===== src/hw/adc_emul_config.svh =====
`ifndef ADC_EMUL_CONFIG_SVH
`define ADC_EMUL_CONFIG_SVH

// data path widths
`define ADC_BYTE_W 8
`define ADC_SAMPLE_W 16
`define ADC_LANES 4
`define ADC_WORD_W 64

// host register width
`define ADC_REG_W 32

// over-range stretch counter, msb set gives a hold of 16 cycles
`define ADC_OR_HOLD 5

// reset values of the settings
`define ADC_DEF_REFLENGTH 60000
`define ADC_DEF_STROBE_LEN 630
`define ADC_DEF_SOA_LEN 8

`endif


===== src/hw/adc_emul_pkg.sv =====
`include "adc_emul_config.svh"

package adc_emul_pkg;

  // host register map
  typedef enum logic [3:0] {
    REG_REFLENGTH   = 4'd1,
    REG_RUN         = 4'd2,
    REG_STROBE_LEN  = 4'd3,
    REG_SOA_LEN     = 4'd4,
    REG_FIFO_RESET  = 4'd5,
    REG_FIFO_FULL   = 4'd6,
    REG_LAST_SAMPLE = 4'd8,
    REG_OVER_RANGE  = 4'd9
  } reg_addr_e;

  // address 5 on the read side returns the word address
  localparam reg_addr_e REG_WORD_ADDR = REG_FIFO_RESET;

  // single-cycle host write
  typedef struct packed {
    logic                  valid;
    reg_addr_e             addr;
    logic [`ADC_REG_W-1:0] data;
  } reg_wr_t;

  // settings seen by the pulse timer and the packer
  typedef struct packed {
    logic                  run;
    logic [`ADC_REG_W-1:0] reflength;
    logic [`ADC_REG_W-1:0] strobe_len;
    logic [`ADC_REG_W-1:0] soa_len;
  } pulse_cfg_t;

  // already captured DDR halves
  typedef struct packed {
    logic [`ADC_BYTE_W-1:0] rise;
    logic [`ADC_BYTE_W-1:0] fall;
  } ddr_byte_t;

  typedef enum logic [$clog2(`ADC_LANES)-1:0] {LANE0, LANE1, LANE2, LANE3} lane_e;

endpackage


===== src/hw/adc_ddr_sampler.sv =====
`timescale 1ns/1ps
`include "adc_emul_config.svh"

module adc_ddr_sampler (
  input  logic                     clk,
  input  logic                     reset,
  input  adc_emul_pkg::ddr_byte_t  i_ddr,
  input  logic                     i_or_rise,
  input  logic                     i_or_fall,
  output logic [`ADC_SAMPLE_W-1:0] o_sample,
  output logic                     o_over_range
);

  // capture stage
  adc_emul_pkg::ddr_byte_t ddr_q;
  // second stage, both halves of one pair stay together
  logic [`ADC_BYTE_W-1:0] rise_d;
  logic [`ADC_BYTE_W-1:0] fall_d;
  logic [`ADC_SAMPLE_W-1:0] glued;
  logic or_rise_q;
  logic or_fall_q;
  logic [`ADC_OR_HOLD-1:0] or_count;

  always_ff @(posedge clk)
  begin
    ddr_q    <= i_ddr;
    rise_d   <= ddr_q.rise;
    fall_d   <= ddr_q.fall;
    o_sample <= glued;
  end

  // rise bits land on the odd positions, fall bits on the even ones
  always_comb
  begin
    for (int k = 0; k < `ADC_BYTE_W; k++)
    begin
      glued[2*k+1] = rise_d[k];
      glued[2*k]   = fall_d[k];
    end
  end

  // stretch: load msb on any over-range, count up until it wraps to zero
  always_ff @(posedge clk)
  begin
    if (!reset)
    begin
      or_rise_q    <= 1'b0;
      or_fall_q    <= 1'b0;
      or_count     <= '0;
      o_over_range <= 1'b0;
    end
    else
    begin
      or_rise_q <= i_or_rise;
      or_fall_q <= i_or_fall;
      if (or_rise_q || or_fall_q)
        or_count <= {1'b1, {(`ADC_OR_HOLD-1){1'b0}}};
      else if (or_count[`ADC_OR_HOLD-1])
        or_count <= or_count + 1'b1;
      o_over_range <= or_count[`ADC_OR_HOLD-1];
    end
  end

  // flag never shorter than the hold
  a_or_hold: assert property (@(posedge clk) disable iff (!reset)
    $rose(o_over_range) |-> o_over_range [*16]);

endmodule


===== src/hw/adc_emul_regs.sv =====
`timescale 1ns/1ps
`include "adc_emul_config.svh"

module adc_emul_regs (
  input  logic                       clk,
  input  logic                       reset,
  input  adc_emul_pkg::reg_wr_t      i_reg_wr,
  input  adc_emul_pkg::reg_addr_e    i_rd_addr,
  input  logic [`ADC_REG_W-1:0]      i_word_addr,
  input  logic                       i_fifo_full,
  input  logic [`ADC_SAMPLE_W-1:0]   i_last_sample,
  input  logic                       i_over_range,
  output adc_emul_pkg::pulse_cfg_t   o_cfg,
  output logic                       o_fifo_reset,
  output logic [`ADC_REG_W-1:0]      o_rd_data
);

  logic wr_fifo_reset;

  // a write to address 5 carries no data, only the reset request
  assign wr_fifo_reset = i_reg_wr.valid &&
                         (i_reg_wr.addr == adc_emul_pkg::REG_FIFO_RESET);

  always_ff @(posedge clk)
  begin
    if (!reset)
    begin
      o_cfg.run        <= 1'b0;
      o_cfg.reflength  <= `ADC_DEF_REFLENGTH;
      o_cfg.strobe_len <= `ADC_DEF_STROBE_LEN;
      o_cfg.soa_len    <= `ADC_DEF_SOA_LEN;
      o_fifo_reset     <= 1'b0;
    end
    else
    begin
      o_fifo_reset <= wr_fifo_reset;
      if (i_reg_wr.valid)
      begin
        case (i_reg_wr.addr)
          adc_emul_pkg::REG_REFLENGTH:
            o_cfg.reflength <= i_reg_wr.data;
          // any non-zero value starts the emulator
          adc_emul_pkg::REG_RUN:
            o_cfg.run <= |i_reg_wr.data;
          adc_emul_pkg::REG_STROBE_LEN:
            o_cfg.strobe_len <= i_reg_wr.data;
          adc_emul_pkg::REG_SOA_LEN:
            o_cfg.soa_len <= i_reg_wr.data;
          default:
            o_cfg <= o_cfg;
        endcase
      end
    end
  end

  // readback, one cycle behind the address
  always_ff @(posedge clk)
  begin
    case (i_rd_addr)
      adc_emul_pkg::REG_REFLENGTH:
        o_rd_data <= o_cfg.reflength;
      adc_emul_pkg::REG_RUN:
        o_rd_data <= `ADC_REG_W'(o_cfg.run);
      adc_emul_pkg::REG_STROBE_LEN:
        o_rd_data <= o_cfg.strobe_len;
      adc_emul_pkg::REG_SOA_LEN:
        o_rd_data <= o_cfg.soa_len;
      adc_emul_pkg::REG_WORD_ADDR:
        o_rd_data <= i_word_addr;
      adc_emul_pkg::REG_FIFO_FULL:
        o_rd_data <= `ADC_REG_W'(i_fifo_full);
      adc_emul_pkg::REG_LAST_SAMPLE:
        o_rd_data <= `ADC_REG_W'(i_last_sample);
      adc_emul_pkg::REG_OVER_RANGE:
        o_rd_data <= `ADC_REG_W'(i_over_range);
      default:
        o_rd_data <= '0;
    endcase
  end

  // host strobes are single cycle, so the reset pulse is too
  a_fifo_reset_pulse: assert property (@(posedge clk) disable iff (!reset)
    o_fifo_reset |=> !o_fifo_reset);

endmodule


===== src/hw/laser_pulse_timer.sv =====
`timescale 1ns/1ps
`include "adc_emul_config.svh"

module laser_pulse_timer (
  input  logic                     clk,
  input  logic                     reset,
  input  adc_emul_pkg::pulse_cfg_t i_cfg,
  output logic                     o_strobe,
  output logic                     o_soa
);

  logic [`ADC_REG_W-1:0] ref_cnt;
  logic [`ADC_REG_W-1:0] strobe_cnt;
  logic [`ADC_REG_W-1:0] soa_cnt;

  always_ff @(posedge clk)
  begin
    if (!reset || !i_cfg.run)
    begin
      ref_cnt    <= '0;
      strobe_cnt <= '0;
      soa_cnt    <= '0;
      o_strobe   <= 1'b0;
      o_soa      <= 1'b0;
    end
    else if (ref_cnt == i_cfg.reflength)
    begin
      // period wrap fires both pulses
      ref_cnt    <= '0;
      strobe_cnt <= '0;
      soa_cnt    <= '0;
      o_strobe   <= 1'b1;
      o_soa      <= 1'b1;
    end
    else
    begin
      ref_cnt <= ref_cnt + 1'b1;

      // counter stops once past the length, output drops
      if (strobe_cnt <= i_cfg.strobe_len)
      begin
        strobe_cnt <= strobe_cnt + 1'b1;
        o_strobe   <= 1'b1;
      end
      else
        o_strobe <= 1'b0;

      if (soa_cnt <= i_cfg.soa_len)
      begin
        soa_cnt <= soa_cnt + 1'b1;
        o_soa   <= 1'b1;
      end
      else
        o_soa <= 1'b0;
    end
  end

  // both pulses start on the same edge
  a_pulses_aligned: assert property (@(posedge clk) disable iff (!reset)
    $rose(o_strobe) |-> $rose(o_soa));

endmodule


===== src/hw/sample_packer.sv =====
`timescale 1ns/1ps
`include "adc_emul_config.svh"

module sample_packer (
  input  logic                     clk,
  input  logic                     reset,
  input  logic                     i_run,
  input  logic [`ADC_SAMPLE_W-1:0] i_sample,
  input  logic                     i_fifo_full,
  output logic                     o_fifo_wr_en,
  output logic [`ADC_WORD_W-1:0]   o_fifo_data,
  output logic [`ADC_REG_W-1:0]    o_word_addr
);

  adc_emul_pkg::lane_e lane;
  logic                last_lane;

  assign last_lane = (lane == adc_emul_pkg::LANE3);

  // lane control, address and write strobe
  always_ff @(posedge clk)
  begin
    if (!reset)
    begin
      lane         <= adc_emul_pkg::LANE0;
      o_fifo_wr_en <= 1'b0;
      o_word_addr  <= '0;
    end
    else if (!i_run)
    begin
      lane         <= adc_emul_pkg::LANE0;
      o_fifo_wr_en <= 1'b0;
    end
    else
    begin
      lane <= adc_emul_pkg::lane_e'(lane + 1'b1);
      // word is complete after lane 3, a full FIFO just loses it
      o_fifo_wr_en <= last_lane && !i_fifo_full;
      if (last_lane)
        o_word_addr <= o_word_addr + 1'b1;
    end
  end

  // earliest sample sits in the low lane
  always_ff @(posedge clk)
  begin
    if (i_run)
      o_fifo_data[int'(lane) * `ADC_SAMPLE_W +: `ADC_SAMPLE_W] <= i_sample;
  end

  // a written word was filled on four running cycles
  a_whole_word: assert property (@(posedge clk) disable iff (!reset)
    o_fifo_wr_en |-> $past(i_run, 4));

endmodule


===== src/hw/adc_emul_top.sv =====
`timescale 1ns/1ps
`include "adc_emul_config.svh"

module adc_emul_top (
  input  logic                     clk,
  input  logic                     reset,
  input  adc_emul_pkg::ddr_byte_t  i_ddr,
  input  logic                     i_or_rise,
  input  logic                     i_or_fall,
  input  adc_emul_pkg::reg_wr_t    i_reg_wr,
  input  adc_emul_pkg::reg_addr_e  i_rd_addr,
  input  logic                     i_fifo_full,
  output logic                     o_fifo_wr_en,
  output logic [`ADC_WORD_W-1:0]   o_fifo_data,
  output logic                     o_fifo_reset,
  output logic [`ADC_REG_W-1:0]    o_rd_data,
  output logic                     o_strobe,
  output logic                     o_soa
);

  logic [`ADC_SAMPLE_W-1:0]  sample;
  logic                      over_range;
  adc_emul_pkg::pulse_cfg_t  cfg;
  logic [`ADC_REG_W-1:0]     word_addr;

  adc_ddr_sampler adc_ddr_sampler_i (
    .clk          (clk),
    .reset        (reset),
    .i_ddr        (i_ddr),
    .i_or_rise    (i_or_rise),
    .i_or_fall    (i_or_fall),
    .o_sample     (sample),
    .o_over_range (over_range)
  );

  adc_emul_regs adc_emul_regs_i (
    .clk           (clk),
    .reset         (reset),
    .i_reg_wr      (i_reg_wr),
    .i_rd_addr     (i_rd_addr),
    .i_word_addr   (word_addr),
    .i_fifo_full   (i_fifo_full),
    .i_last_sample (sample),
    .i_over_range  (over_range),
    .o_cfg         (cfg),
    .o_fifo_reset  (o_fifo_reset),
    .o_rd_data     (o_rd_data)
  );

  laser_pulse_timer laser_pulse_timer_i (
    .clk      (clk),
    .reset    (reset),
    .i_cfg    (cfg),
    .o_strobe (o_strobe),
    .o_soa    (o_soa)
  );

  // packer only needs the run bit
  sample_packer sample_packer_i (
    .clk          (clk),
    .reset        (reset),
    .i_run        (cfg.run),
    .i_sample     (sample),
    .i_fifo_full  (i_fifo_full),
    .o_fifo_wr_en (o_fifo_wr_en),
    .o_fifo_data  (o_fifo_data),
    .o_word_addr  (word_addr)
  );

endmodule


===== config.mk =====
export PLATFORM = sky130hd
export DESIGN_NAME = adc_emul_top
export DESIGN_NICKNAME = d
export VERILOG_FILES = /design/src/hw/adc_emul_pkg.sv /design/src/hw/adc_ddr_sampler.sv /design/src/hw/adc_emul_regs.sv /design/src/hw/laser_pulse_timer.sv /design/src/hw/sample_packer.sv /design/src/hw/adc_emul_top.sv
export VERILOG_INCLUDE_DIRS = /design/src /design/src/hw
export SDC_FILE = /design/constraint.sdc
export NUM_CORES = 1
export LEC_CHECK = 0
export ABC_AREA = 1
export BUFFER_PORTS_ARGS = -buffer_cell sky130_fd_sc_hd__buf_2
export CORE_ASPECT_RATIO = 0.9
export CORE_MARGIN = 5
export CORE_UTILIZATION = 46
export CTS_BUF_LIST = sky130_fd_sc_hd__clkbuf_16
export DETAILED_ROUTE_END_ITERATION = 10
export PLACE_DENSITY_LB_ADDON = 0.15
export SYNTH_ARGS = -nofsm -noshare
export SYNTH_HDL_FRONTEND = slang
export SYNTH_SLANG_ARGS = --single-unit

===== constraint.sdc =====
create_clock -name clk -period 2.8 [get_ports clk]
set_input_delay 0.56 -clock clk [delete_from_list [all_inputs] [get_ports clk]]
set_output_delay 0.56 -clock clk [all_outputs]
set_load 0.01 [all_outputs]

==> out/metrics.yaml <==
yosysTopAreaCellShare_pct: 34.7
syn_area_um2: 18400
p_per_area_nw_per_um2: 554
clock-sinks: 383
start_util_pct: 46.5
finalCriticalPeriod_ns: 2.29
worst_pin_slew_ns: 1.15
ios: 162
die_area_um2: 44100
cp-start-kind: "register"
postCtsHoldBufs: 0
die_h_um: 200
clockBufferDepth: 3
setup_viol_count_final: 0
slew_headroom_pct: 23.5
drc: 0
skew_ns: 0.0321
crit_type: "register to register"
tns_ns: 0
area_growth_pct: 14.6
drive_gt1_share_pct: 12.2
critical_path_required_ns: 3.24
grt_pass1_vias: 15500
synth_fp_nets: 2527
layout.nets: 2661
yosysUniqueCellTypes: 41
ys_ff_latch: 383
final_cell_mix: "nand2_1 (405), dfxtp_1 (319), inv_1 (299), nor2_1 (266), a21oi_1 (241)"
grt_overflow_total: 0
cts_root_buf: "clkbuf_16"
crit_fanout: 40
post-place-ws_ns: 0.150
drt_iter0_drc: 1535
vias: 16400
crit_arrival_ns: 2.73
firstDrtPassIters: 5
post_drt_via_cell_ratio: 5.31
drv_slew: 0
ir_drop_v: 0.000448
cts_setup_buffers: 0
synth_top_cell_by_area: "dfxtp_1"
syn_area_per_cell_um2: 7.69
dp_hpwl_um: 42600
worstSetupEndpointType: "register"
die_w_um: 221
drt-total-wl_um: 56400
rows: 69
grt_pass1_wl_um: 88400
wire_per_inst_um: 18.2
tritoncts: "built"
max_freq_ghz: 0.436
cts_resized: 0
final.period_utilization_pct: 81.9
clock_latency_ns: 0.56
htreeDepth: 2
grt_usage_pct: 25.4
ant_nets: 0
timing.final.hold_violations: 0
portBuffers: 161
layout_commonest_cell: "nand2_1"
maxCapViolations: 0
grt_max_degree: 105
p_leak_nw: 8.35
synth-seq-area-share_pct: 45.2
synth-warning-count: 0
hold_class: "input port to register"
synthTopCellsByArea: "dfxtp_1 (35%), edfxtp_1 (10%), nand2_1 (8.3%)"
nFillCells: 3849
setup_slack_ns: 0.507
synthCells: 2391
gp_congestion: 0.921
clkTransAtPathRegs_ns: 0.06
antenna_found_initial: 2
numCtsBuffers: 41
core_area_um2: 39500
status: "complete, no violations"
rsz0062_at_grt: "false"
## where the power goes
| part | switching [mW] | total (mW) | internal [mW] |
|---|---|---|---|
| combinational | 0.316 | 0.457 | 0.141 |
| sequential | 0.0451 | 5.72 | 5.67 |
| clock | 2.33 | 5.50 | 3.17 |
| total | 2.69 | 11.7 | 8.99 |
## area by class of cell
cell class / instances / area (µm²) / area share [%]
Antenna cell: 2 / 5.00 / 0.0237
Clock buffer: 43 / 1080 / 5.11
Clock inverter: 33 / 287 / 1.36
Inverter: 315 / 1180 / 5.61
Multi-Input combinational cell: 1601 / 8530 / 40.5
Sequential cell: 383 / 8310 / 39.4
Tap cell: 532 / 666 / 3.16
Timing Repair Buffer: 183 / 1020 / 4.84
## worst paths after layout
kind / from / end / slack [ns] / depth (start not counted)
worst min-delay path: i_ddr[0] / adc_ddr_sampler_i.ddr_q[0] / 0.10 / 1
worst max register to register: adc_emul_regs_i.o_cfg[31] / laser_pulse_timer_i.soa_cnt[18] / 0.51 / 12
worst min register to register: adc_ddr_sampler_i.ddr_q[7] / adc_ddr_sampler_i.fall_d[7] / 0.32 / 0
worst max-delay path: adc_emul_regs_i.o_cfg[31] / laser_pulse_timer_i.soa_cnt[18] / 0.51 / 12
## stage by stage
step	power (mW)	cell area [µm²]	cells	hold WS (ns)	util [%]
5_1_grt	12.1	21100	3092	0.0764	53.3
4_1_cts	11.8	21100	3090	0.0806	53.3
2_1_floorplan	6.08	18400	2391	0.310	-
3_5_place_dp	6.29	19700	3014	0.312	49.8
3_3_place_gp	6.28	19700	3014	0.310	49.8
6_report	11.7	21100	3092	0.101	53.3
## synth_stat cells (all sizes together)
library cell    n
or2            10
nand4          42
xor2           77
o221ai         13
o21a            4
ha             74
and3            2
nor2          288
buf            29
a221oi          4
o211ai         10
nor3b          11
edfxtp         64
clkinv          4
nand2         416
clkbuf         63
o22ai          28
xnor2          26
a21o            2
nand3         117
nor3           97
inv           311
o21ai         126
dfxtp         319
a21oi         241
a31oi           1
nand3b          3
a32oi           1
nor4            8
## flip-flops by register name, summed over array words and instances, names as in the netlist, 2 cells and up
name / cells
adc_ddr_sampler_i.ddr_q: 16
sample_packer_i.o_word_addr: 32
adc_ddr_sampler_i.or_count: 5
laser_pulse_timer_i.soa_cnt: 32
laser_pulse_timer_i.strobe_cnt: 32
adc_ddr_sampler_i.fall_d: 8
laser_pulse_timer_i.ref_cnt: 32
adc_emul_regs_i.o_rd_data: 32
sample_packer_i.o_fifo_data: 64
adc_emul_regs_i.o_cfg: 97
sample_packer_i.lane: 2
adc_ddr_sampler_i.o_sample: 16
adc_ddr_sampler_i.rise_d: 8
## cell families after synthesis
family	after synthesis	share of synthesized area, %
buffers and inverters	407	8.51
flip-flops	383	45.2
AO/OA/AOI/OAI	430	12.5
adder cells (fa/ha/maj)	74	5.04
AND/OR/NAND/NOR	994	23.9
XOR/XNOR	103	4.91
## critical path, stage by stage, from the launching register on
cell,delay [ns]
dfxtp_1,0.33
inv_1,0.09
ha_1,0.30
nand2_1,0.07
nor2_1,0.16
nand2_1,0.13
nor4_2,0.29
nand2_1,0.11
nand2_2,0.08
buf_4,0.36
nand3_1,0.12
nand2_1,0.08
nor2_1,0.04
## routing by layer
layer | track usage, % | vias to the layer above | share of wire [%]
met2 | 41.5 | 503 | 47
met5 | 0 | - | 0
met1 | 36.4 | 7724 | 45
met3 | 3.42 | 61 | 6.5
li1 | - | 8126 | -
met4 | 4.73 | 0 | 1.6
Power figures use the tool's default switching activity.
